File: src/rtl/msx_bus_pkg.sv
package msx_bus_pkg;

    // One CPU bus cycle as seen at one rising clock edge
    typedef struct packed {
        logic [15:0] addr;
        logic [7:0]  wdata;
        logic        iorq;
        logic        mreq;
        logic        rd;
        logic        wr;
    } cpu_bus_t;

    // Read data returned by a device on the I/O bus
    typedef logic [7:0] io_data_t;

    // Signed audio sample
    typedef logic signed [15:0] sound_t;

    // A device not selected for a read drives all ones
    localparam io_data_t io_idle = 8'hFF;

    // Sound output value with no channel active
    localparam sound_t sound_silent = '0;

endpackage

File: src/rtl/msx_dev_pkg.sv
package msx_dev_pkg;

    // Devices on the hub, index into the I/O map table
    typedef enum logic [1:0] {
        DEV_LATCH_PORT = 2'd0,
        DEV_PSG        = 2'd1,
        DEV_PPI        = 2'd2,
        DEV_TIMER      = 2'd3
    } dev_id_e;

    localparam int DEV_COUNT = 4;

    // Port window of one device
    typedef struct packed {
        logic       enable;
        logic [7:0] base;
        logic [7:0] mask;
    } io_device_t;

    // Map loaded at reset, in dev_id_e order
    localparam io_device_t io_map_default [DEV_COUNT] = '{
        '{enable: 1'b1, base: 8'hFC, mask: 8'hFC},
        '{enable: 1'b1, base: 8'hA0, mask: 8'hFC},
        '{enable: 1'b1, base: 8'hA8, mask: 8'hFC},
        '{enable: 1'b1, base: 8'hE0, mask: 8'hFE}
    };

    // True when an I/O cycle falls inside the device window
    function automatic logic io_hit(io_device_t dev, logic iorq, logic [7:0] port);
        return iorq && dev.enable && ((port & dev.mask) == dev.base);
    endfunction

endpackage

File: src/rtl/dev_io_map.sv
module dev_io_map
    import msx_dev_pkg::*;
(
    input  logic       clk,
    input  logic       arst_n,
    input  logic       cfg_we,
    input  dev_id_e    cfg_dev,
    input  io_device_t cfg_entry,
    output io_device_t io_device [DEV_COUNT]
);

    // Window table, one entry per device
    io_device_t map_q [DEV_COUNT];

    always_ff @(posedge clk or negedge arst_n) begin
        if (!arst_n) begin
            for (int i = 0; i < DEV_COUNT; i++) begin
                map_q[i] <= io_map_default[i];
            end
        end else if (cfg_we) begin
            // New window is seen by the decoders from the next cycle on
            map_q[cfg_dev] <= cfg_entry;
        end
    end

    // Every device decodes against its own entry
    always_comb begin
        for (int i = 0; i < DEV_COUNT; i++) begin
            io_device[i] = map_q[i];
        end
    end

endmodule

File: src/rtl/dev_latch_port.sv
module dev_latch_port
    import msx_bus_pkg::*;
    import msx_dev_pkg::*;
(
    input  logic       clk,
    input  logic       arst_n,
    input  cpu_bus_t   cpu_bus,
    input  io_device_t io_device,
    output io_data_t   data,
    output logic [7:0] data_to_mapper
);

    // Segment register per 16 KB page
    logic [7:0] seg_q [4];
    logic       sel;
    logic [1:0] port_idx;
    logic [1:0] page;

    assign sel      = io_hit(io_device, cpu_bus.iorq, cpu_bus.addr[7:0]);
    assign port_idx = cpu_bus.addr[1:0];
    assign page     = cpu_bus.addr[15:14];

    always_ff @(posedge clk or negedge arst_n) begin
        if (!arst_n) begin
            // Pages 0 to 3 start on segments 3 down to 0
            seg_q[0] <= 8'd3;
            seg_q[1] <= 8'd2;
            seg_q[2] <= 8'd1;
            seg_q[3] <= 8'd0;
        end else if (sel && cpu_bus.wr) begin
            seg_q[port_idx] <= cpu_bus.wdata;
        end
    end

    // Read-back of the addressed segment register
    assign data = (sel && cpu_bus.rd) ? seg_q[port_idx] : io_idle;

    // Segment for the page the CPU is addressing
    assign data_to_mapper = seg_q[page];

endmodule

File: src/rtl/dev_psg_tone.sv
module dev_psg_tone
    import msx_bus_pkg::*;
    import msx_dev_pkg::*;
#(
    parameter int TONE_PRESCALE = 4
) (
    input  logic       clk,
    input  logic       arst_n,
    input  cpu_bus_t   cpu_bus,
    input  io_device_t io_device,
    output io_data_t   data,
    output sound_t     sound
);

    localparam int PW = (TONE_PRESCALE > 1) ? $clog2(TONE_PRESCALE) : 1;

    logic          sel;
    logic [3:0]    idx_q;
    logic          idx_valid;
    logic [7:0]    reg_q [6];
    logic [PW-1:0] pre_q;
    logic          tick;
    sound_t        level [2];
    sound_t        sound_q;

    assign sel       = io_hit(io_device, cpu_bus.iorq, cpu_bus.addr[7:0]);
    assign idx_valid = (idx_q < 4'd6);

    // Index latch at base+0, register data at base+1
    always_ff @(posedge clk or negedge arst_n) begin
        if (!arst_n) begin
            idx_q <= '0;
            for (int i = 0; i < 6; i++) begin
                reg_q[i] <= '0;
            end
        end else if (sel && cpu_bus.wr) begin
            if (cpu_bus.addr[1:0] == 2'd0) begin
                idx_q <= cpu_bus.wdata[3:0];
            end else if (cpu_bus.addr[1:0] == 2'd1 && idx_valid) begin
                reg_q[idx_q[2:0]] <= cpu_bus.wdata;
            end
        end
    end

    // Register read-back at base+2
    assign data = (sel && cpu_bus.rd && cpu_bus.addr[1:0] == 2'd2 && idx_valid)
                  ? reg_q[idx_q[2:0]] : io_idle;

    // Shared prescaler for both tone channels
    always_ff @(posedge clk or negedge arst_n) begin
        if (!arst_n) begin
            pre_q <= '0;
        end else if (tick) begin
            pre_q <= '0;
        end else begin
            pre_q <= pre_q + 1'b1;
        end
    end

    assign tick = (pre_q == PW'(TONE_PRESCALE - 1));

    for (genvar ch = 0; ch < 2; ch++) begin : g_chan
        logic [11:0] period;
        logic [3:0]  volume;
        logic [11:0] cnt_q;
        logic        phase_q;
        sound_t      amp;

        assign period = {reg_q[3*ch+1][3:0], reg_q[3*ch]};
        assign volume = reg_q[3*ch+2][3:0];
        assign amp    = $signed({4'b0000, volume, 8'h00});

        // Phase flips after period+1 prescaler ticks
        always_ff @(posedge clk or negedge arst_n) begin
            if (!arst_n) begin
                cnt_q   <= '0;
                phase_q <= 1'b0;
            end else if (tick) begin
                if (cnt_q >= period) begin
                    cnt_q   <= '0;
                    phase_q <= ~phase_q;
                end else begin
                    cnt_q <= cnt_q + 12'd1;
                end
            end
        end

        assign level[ch] = phase_q ? amp : -amp;
    end

    // Mixer output, one cycle behind the phases
    always_ff @(posedge clk or negedge arst_n) begin
        if (!arst_n) begin
            sound_q <= sound_silent;
        end else begin
            sound_q <= level[0] + level[1];
        end
    end

    assign sound = sound_q;

endmodule

File: src/rtl/dev_frame_timer.sv
module dev_frame_timer
    import msx_bus_pkg::*;
    import msx_dev_pkg::*;
#(
    parameter int FRAME_TICKS = 300
) (
    input  logic       clk,
    input  logic       arst_n,
    input  cpu_bus_t   cpu_bus,
    input  io_device_t io_device,
    output io_data_t   data,
    output logic       irq
);

    localparam int CW = (FRAME_TICKS > 1) ? $clog2(FRAME_TICKS) : 1;

    logic [CW-1:0] cnt_q;
    logic          wrap;
    logic          sel;
    logic          stat_rd;
    logic          pending_q;

    assign wrap    = (cnt_q == CW'(FRAME_TICKS - 1));
    assign sel     = io_hit(io_device, cpu_bus.iorq, cpu_bus.addr[7:0]);
    // Status port sits at the even address of the window
    assign stat_rd = sel && cpu_bus.rd && !cpu_bus.addr[0];

    always_ff @(posedge clk or negedge arst_n) begin
        if (!arst_n) begin
            cnt_q     <= '0;
            pending_q <= 1'b0;
        end else begin
            cnt_q <= wrap ? '0 : cnt_q + 1'b1;
            // Frame end beats an acknowledge at the same edge
            if (wrap) begin
                pending_q <= 1'b1;
            end else if (stat_rd) begin
                pending_q <= 1'b0;
            end
        end
    end

    assign data = stat_rd ? {pending_q, 7'h7F} : io_idle;
    assign irq  = pending_q;

endmodule

File: src/rtl/dev_ppi.sv
module dev_ppi
    import msx_bus_pkg::*;
    import msx_dev_pkg::*;
(
    input  logic       clk,
    input  logic       arst_n,
    input  cpu_bus_t   cpu_bus,
    input  io_device_t io_device,
    output io_data_t   data,
    output logic [7:0] slot_config,
    output logic       keybeep,
    output logic       tape_motor_on
);

    logic       sel;
    logic       slot_acc;
    logic       bsr_wr;
    logic [7:0] slot_q;
    logic       motor_q;
    logic       beep_q;

    assign sel      = io_hit(io_device, cpu_bus.iorq, cpu_bus.addr[7:0]);
    assign slot_acc = sel && cpu_bus.addr[1:0] == 2'd1;
    // Bit set/reset form of the control port, mode writes are ignored
    assign bsr_wr   = sel && cpu_bus.wr && cpu_bus.addr[1:0] == 2'd3 && !cpu_bus.wdata[7];

    always_ff @(posedge clk or negedge arst_n) begin
        if (!arst_n) begin
            slot_q  <= '0;
            motor_q <= 1'b0;
            beep_q  <= 1'b0;
        end else begin
            if (slot_acc && cpu_bus.wr) begin
                slot_q <= cpu_bus.wdata;
            end
            if (bsr_wr && cpu_bus.wdata[3:1] == 3'd6) begin
                motor_q <= cpu_bus.wdata[0];
            end
            if (bsr_wr && cpu_bus.wdata[3:1] == 3'd7) begin
                beep_q <= cpu_bus.wdata[0];
            end
        end
    end

    assign data          = (slot_acc && cpu_bus.rd) ? slot_q : io_idle;
    assign slot_config   = slot_q;
    assign tape_motor_on = motor_q;
    assign keybeep       = beep_q;

endmodule

File: src/rtl/msx_devices.sv
module msx_devices
    import msx_bus_pkg::*;
    import msx_dev_pkg::*;
#(
    parameter int FRAME_TICKS   = 300,
    parameter int TONE_PRESCALE = 4
) (
    input  logic       clk,
    input  logic       arst_n,
    input  cpu_bus_t   cpu_bus,
    input  logic       cfg_we,
    input  dev_id_e    cfg_dev,
    input  io_device_t cfg_entry,
    output io_data_t   data,
    output logic [7:0] data_to_mapper,
    output sound_t     sound,
    output logic       cpu_interrupt,
    output logic [7:0] slot_config,
    output logic       keybeep,
    output logic       tape_motor_on
);

    io_device_t io_device [DEV_COUNT];

    io_data_t   latch_port_data;
    logic [7:0] latch_port_data_to_mapper;
    io_data_t   psg_data;
    sound_t     psg_sound;
    io_data_t   ppi_data;
    io_data_t   timer_data;
    logic       timer_irq;

    // Idle devices drive FF so the read bus is a wired AND
    assign data           = latch_port_data & psg_data & ppi_data & timer_data;
    assign data_to_mapper = latch_port_data_to_mapper;
    assign sound          = psg_sound;
    assign cpu_interrupt  = timer_irq;

    dev_io_map io_map (
        .clk       (clk),
        .arst_n    (arst_n),
        .cfg_we    (cfg_we),
        .cfg_dev   (cfg_dev),
        .cfg_entry (cfg_entry),
        .io_device (io_device)
    );

    dev_latch_port latch_port (
        .clk            (clk),
        .arst_n         (arst_n),
        .cpu_bus        (cpu_bus),
        .io_device      (io_device[DEV_LATCH_PORT]),
        .data           (latch_port_data),
        .data_to_mapper (latch_port_data_to_mapper)
    );

    dev_psg_tone #(.TONE_PRESCALE(TONE_PRESCALE)) psg (
        .clk       (clk),
        .arst_n    (arst_n),
        .cpu_bus   (cpu_bus),
        .io_device (io_device[DEV_PSG]),
        .data      (psg_data),
        .sound     (psg_sound)
    );

    dev_ppi ppi (
        .clk           (clk),
        .arst_n        (arst_n),
        .cpu_bus       (cpu_bus),
        .io_device     (io_device[DEV_PPI]),
        .data          (ppi_data),
        .slot_config   (slot_config),
        .keybeep       (keybeep),
        .tape_motor_on (tape_motor_on)
    );

    dev_frame_timer #(.FRAME_TICKS(FRAME_TICKS)) frame_timer (
        .clk       (clk),
        .arst_n    (arst_n),
        .cpu_bus   (cpu_bus),
        .io_device (io_device[DEV_TIMER]),
        .data      (timer_data),
        .irq       (timer_irq)
    );

endmodule

File: config.mk
export PLATFORM = sky130hd
export DESIGN_NAME = msx_devices
export DESIGN_NICKNAME = d
export VERILOG_FILES = /design/src/rtl/msx_bus_pkg.sv /design/src/rtl/msx_dev_pkg.sv /design/src/rtl/dev_io_map.sv /design/src/rtl/dev_latch_port.sv /design/src/rtl/dev_psg_tone.sv /design/src/rtl/dev_frame_timer.sv /design/src/rtl/dev_ppi.sv /design/src/rtl/msx_devices.sv
export SDC_FILE = /design/constraint.sdc
export NUM_CORES = 1
export LEC_CHECK = 0
export ABC_AREA = 1
export BUFFER_PORTS_ARGS = -buffer_cell sky130_fd_sc_hd__buf_2
export CAP_MARGIN = 10
export CELL_PAD_IN_SITES_DETAIL_PLACEMENT = 2
export CELL_PAD_IN_SITES_GLOBAL_PLACEMENT = 2
export CORE_ASPECT_RATIO = 0.7
export CORE_MARGIN = 2
export CORE_UTILIZATION = 35
export CTS_BUF_LIST = sky130_fd_sc_hd__clkbuf_4
export DETAILED_ROUTE_END_ITERATION = 7
export PLACE_DENSITY_LB_ADDON = 0.1
export SYNTH_ARGS = -nofsm -noshare
export SYNTH_HDL_FRONTEND = slang
export SYNTH_SLANG_ARGS = --single-unit
File: constraint.sdc
create_clock -name clk -period 5.8 [get_ports clk]
set_input_delay 0.87 -clock clk [delete_from_list [all_inputs] [get_ports clk]]
set_output_delay 0.87 -clock clk [all_outputs]
set_load 0.01 [all_outputs]
==> Word-level counts from Yosys, hierarchy flattened <==
Cells that the tools add are included.
{ "op_classes": {"bitwise": 14, "shift": 0, "div_mod_pow": 0, "addsub": 7, "mul": 0, "n_reduce_logical": 36, "magnitude_cmp": 10, "mux": 30, "n_eq_ne": 11} }
{ "ops": {"columns": ["op", "count"], "rows": [
  ["8-bit two-way mux", 12],
  ["68-bit bitwise mux", 1],
  ["8-bit bitwise AND", 7],
  ["48-bit bitwise mux", 1],
  ["17-bit demux with 2-bit select", 1],
  ["8-bit binary-select mux with 2-bit select", 2],
  ["32-bit bitwise mux", 1],
  ["8-bit equality test", 4],
  ["16-bit two-way mux", 2],
  ["12-bit negation with 16-bit output", 2],
  ["1-bit logical AND", 28],
  ["12-bit by 1-bit adder with 12-bit output, second input constant", 2],
  ["8-bit binary-select mux with 3-bit select", 1],
  ["8-bit demux with 3-bit select", 1],
  ["12-bit >= comparator", 2],
  ["12-bit two-way mux", 2],
  ["17-bit two-way mux", 1],
  ["16-bit adder", 1],
  ["8-bit demux with 2-bit select", 1],
  ["9-bit by 1-bit adder with 9-bit output, second input constant", 1],
  ["9-bit equality test, second input constant", 1],
  ["3-bit >= comparator, second input constant", 3],
  ["9-bit two-way mux", 1],
  ["2-bit inverter with 3-bit output", 3],
  ["17 further kinds", 27]
]} }
{ "word_totals": {"ram_bits": 0, "latch_bits": 0, "reg_bits": 216, "input_bits": 50, "rom_bits": 0, "memories": 0, "elab_cells": 142} }

==> Logic depth before layout (Yosys ltp) <==
{ "depth": {"depth_word": 10, "ltp_mapped": 13, "ltp_nobuf": 12} }

==> Modules after synthesis <==
From an unflattened synthesis, not the netlist that was laid out.
{ "hier_totals": {"hier_cells": 1547, "area_unflattened_um2": 12059.1} }
{ "modules_own_cells": {"columns": ["module", "area_each_um2", "seq_area_each_um2", "cells_per_inst", "n_inst"], "rows": [
  ["dev_psg_tone", 5350.1, 2202.1, 682, 1],
  ["dev_io_map", 2904.0, 1755.4, 302, 1],
  ["dev_latch_port", 2079.5, 805.8, 269, 1],
  ["dev_ppi", 927.1, 250.2, 162, 1],
  ["dev_frame_timer", 708.2, 250.2, 108, 1],
  ["msx_devices", 90.1, 0.0, 24, 1]
]} }

==> Worst setup path after synthesis <==
Ideal clock, no wire load.
{ "synth_timing": {"path_type": "input to output", "start": "input cpu_bus[13] in the netlist's numbering", "end": "output data[7]", "path_buffers": 2, "path_slack_ns": 2.983, "path_stages": 11, "arrival_ns": 1.947, "required_ns": 4.930, "path_cell_list": "buf_4 -> inv_1 -> nand2_1 -> inv_1 -> buf_2 -> nand2_1 -> nand2_1 -> nor2_1 -> nand3_1 -> nand3_1 -> nor2_1"} }
{ "synth_via": {"elab_chain_len": 10, "elab_cells_between_ends": 33, "cone_classes": "eq/ne: 6; mux: 7; bitwise: 8; reduce/logical: 12"} }
{ "synth_rtl": {"columns": ["item", "line_no", "source"], "rows": [
  ["start, declared", "msx_devices.sv:10", "input cpu_bus_t cpu_bus,"],
  ["8-bit bitwise AND", "msx_dev_pkg.sv:30", "return iorq && dev.enable && ((port & dev.mask) == dev.base);"],
  ["8-bit equality test", "msx_dev_pkg.sv:30", null],
  ["1-bit logical AND", "msx_dev_pkg.sv:30", null],
  ["1-bit logical AND (3 in a row)", "dev_psg_tone.sv:46", "assign data = (sel && cpu_bus.rd && cpu_bus.addr[1:0] == 2'd2 && idx_valid)"],
  ["8-bit two-way mux", "dev_psg_tone.sv:47", "? reg_q[idx_q[2:0]] : io_idle;"],
  ["8-bit bitwise AND (2 in a row)", "msx_devices.sv:34", "assign data = latch_port_data & psg_data & ppi_data & timer_data;"],
  ["8-bit bitwise AND *", "msx_devices.sv:34", null],
  ["end, declared", "msx_devices.sv:14", "output io_data_t data,"]
]} }
Mark *: on every way between the ends. The rest lies on a longest branch, timed or not. The select of a mux whose other input is x is not followed.

==> Worst setup path in the final report <==
{ "layout_timing": {"start": "register psg.idx_q[1]", "end": "output data[7]"} }
{ "layout_via": {"elab_chain_len": 8, "elab_cells_between_ends": 10, "cone_classes": "order compare: 1; mux: 4; bitwise: 4; reduce/logical: 1"} }
{ "layout_rtl": {"columns": ["item", "line_no", "source"], "rows": [
  ["start, declared", "dev_psg_tone.sv:18", "logic [3:0] idx_q;"],
  ["start signal, assigned", "dev_psg_tone.sv:38", "idx_q <= cpu_bus.wdata[3:0];"],
  ["3-bit inverter with 4-bit output (not written as such)", "dev_psg_tone.sv:47", null],
  ["8-bit binary-select mux with 3-bit select", "dev_psg_tone.sv:47", null],
  ["8-bit two-way mux (not written as such) (2 in a row)", "dev_psg_tone.sv:47", null],
  ["8-bit two-way mux *", "dev_psg_tone.sv:47", null],
  ["8-bit bitwise AND * (3 in a row)", "msx_devices.sv:34", null]
]} }
Marks and branches as above.

==> run metrics <==
global placer's final weighted congestion=0.821; crit path DAT=3250 ps; Reg2Reg Setup Slack=2670 ps; layout cells sized above 1=16.3%; CP max FO=13; Synth Warn #=0; pin count of the biggest net entering global routing=118; GRT Resource Usage Total=22.9%; slew margin rel.=26.5%; first-pass GRT wire length=60.6 mm; worst-path cell chain=inv_1 -> nand3_1 -> inv_1 -> nand2_1 -> nand2_1 -> a21oi_1 -> nand3_1 -> nand3_1 -> nor2_1 -> buf_2; Worst-path clk slew=70 ps; count of cell types in the netlist=42; Clock Tree Root=clkbuf_4; Skew-Pair Late Insertion Delay=760 ps; Post-CTS Setup Bufs=0; Die Y=154 um; largest cells by area after synthesis=dfrtp_1 36%, nand2_1 16%, dfstp_2 11%, o21ai_0 5.6%, inv_1 4.3%; power density cells=275 mW/mm^2; CP max stage delay=570 ps; post-CTS sizing=0; Main synth FF type=dfrtp_1; cell count after synthesis=1434; area grow syn2layout=12.9%; outcome=complete, no violations; clock skew=52.3 ps; H-tree depth=2; Synth top area share=35.9%; DRC=0; Num CTS Buffers=56; worst hold slack=215 ps; worst-margin pin slew=1100 ps; vias in the first global route=11000; Crit-path slowest cell=dfrtp_1; Port-buffer cells=77; io pins=93; most frequent cell after synthesis=nand2_1; initial DRC count=455; Final period util=71.1%; layout filler cell count=3702; cts hold-fix bufs=0; Maximum Capacitance Violations=0; TritonRoute pass-1 iters=5; CTS sink count=208; critical path class=reg2out; core box area=0.0314 sq mm; antenna violation net count after detailed routing=0; Max Slew Vio Count=0; Max VDD drop=158 uV; Cell Area, Synth=0.0112 sq mm; # nets final=1612; DP Area=0.0119 sq mm; worst r2r dst=psg.reg_q[31]$_DFFE_PN0P_; Die W=218 um; startpoint types=flip-flop; WP buf/inv=3; final setup fails=0; CP Capture Type=primary output; synthesized flop and latch total=208; path depth of the worst reg2reg path=7; RSZ-0062 raised after global routing=no; CTS tree=built; reg2reg start=psg.idx_q[1]$_DFFE_PN0P_; Die ar.=0.0335 sq mm; cell mode on critical path=nand3_1; GRT overflow=0; Levels on crit path=10; delay-heaviest family, CP=buffers and inverters; Fin. Hold Viols=0; wire length per cell=18.7 um; Yosys top cell by area=dfrtp_1; post-synthesis sequential area ratio=46.9%; drt total wl=37.2 mm; Post-synth EDFFs=0; vias per std cell=5.10; fmax=243 MHz; Period minus WS final=4120 ps; Clock Path Buffers=3; share of flip-flops with an asynchronous set or reset=100%; most frequent cells after synthesis=489 x nand2_1, 161 x dfrtp_1, 128 x inv_1; Initial Util=35.8%; syn_area_per_cell=7.82 sq um; initial antenna violation count=3; via count=10200; Hold Path Class=in2async; Worst Path Required=4930 ps; P_leak=0.00643 uW; Rows=54; Finished Cell Area=0.0127 sq mm; TNS Setup=0 ps; HPWL after detailed placement=26.2 mm
[kinds of logic (layout without fill, tap and decap cells)]
| kind of cell | Yosys count | in the layout | synth area share [%] |
|---|---|---|---|
| xor gates and xnor gates | 38 | 38 | 2.97 |
| DFF | 208 | 208 | 46.9 |
| AOI/OAI and AO/OA | 190 | 190 | 8.94 |
| other | 1 | 11 | 0.0334 |
| buffers and inverters | 194 | 322 | 7.47 |
| adders and majority gates | 39 | 39 | 4.42 |
| and+or+nand+nor | 764 | 764 | 29.2 |
[cell usage in the layout, fill, tap and decap left out, types with 10 or more instances in the layout]
cell type / n
o22ai_1: 14
a21oi_1: 29
nor3_1: 12
nand3_1: 65
nor2_1: 108
inv_1: 128
dfstp_2: 47
xor2_1: 28
xnor2_1: 10
nand4_1: 61
clkbuf_4: 96
buf_2: 76
o21ai_0: 126
dfrtp_1: 161
nand2_1: 489
ha_1: 38
[through the flow]
step | total power, uW | instances | util, % | worst slack [ps]
after global routing | 3690 | 1990 | 40.4 | 1410
final | 3490 | 1992 | 40.4 | 1680
after detailed placement | 2090 | 1885 | 38.0 | 2040
after global placement | 2070 | 1885 | 38.0 | 2120
after floorplan | 1920 | 1441 | - | 2980
after CTS | 3550 | 1989 | 40.4 | 1610
[how the worst max path moves through the flow]
stage | endpoint | slack, ps | from
detailed placement | data[2] | 2040 | cpu_bus[13]
CTS | data[7] | 1610 | psg.idx_q[1]$_DFFE_PN0P_
finish | data[7] | 1680 | psg.idx_q[1]$_DFFE_PN0P_
floorplan | data[7] | 2980 | cpu_bus[13]
global placement | data[7] | 2120 | cpu_bus[13]
global route | data[7] | 1410 | psg.idx_q[1]$_DFFE_PN0P_
[flip-flops by register name, summed over array words and instances (netlist names), 4 cells and up]
signal and flops:
io_map.io_device 68, latch_port.seg_q 32, psg.g_chan.cnt_q 24, psg.g_chan.period 24
psg.reg_q 16, frame_timer.cnt_q 9, ppi.slot_config 8, psg.g_chan.amp 8
psg.sound 8, psg.idx_q 4
[area by class of cell]
| cell class | count | area, sq um | share of cell area, % |
|---|---|---|---|
| Timing Repair Buffer | 85 | 468 | 3.70 |
| Antenna cell | 3 | 7.51 | 0.0593 |
| Inverter | 133 | 499 | 3.94 |
| Tap cell | 420 | 526 | 4.15 |
| Clock buffer | 96 | 721 | 5.69 |
| Sequential cell | 208 | 5260 | 41.6 |
| Multi-Input combinational cell | 1039 | 5140 | 40.6 |
| Clock inverter | 8 | 35.0 | 0.277 |
[metal layers]
layer / GRT usage (%) / up-vias / wire, um
met5: 0 / - / 0
met4: 5.77 / 0 / 578
met3: 3.92 / 54 / 1360
met2: 35.8 / 145 / 16700
met1: 32.8 / 5102 / 18600
li1: - / 4851 / -
[power breakdown]
| part | switching (uW) | internal (uW) |
|---|---|---|
| Combinational | 273 | 120 |
| Clock | 683 | 739 |
| Sequential | 85.4 | 1590 |
No activity file was read; power rests on OpenSTA's default activity.
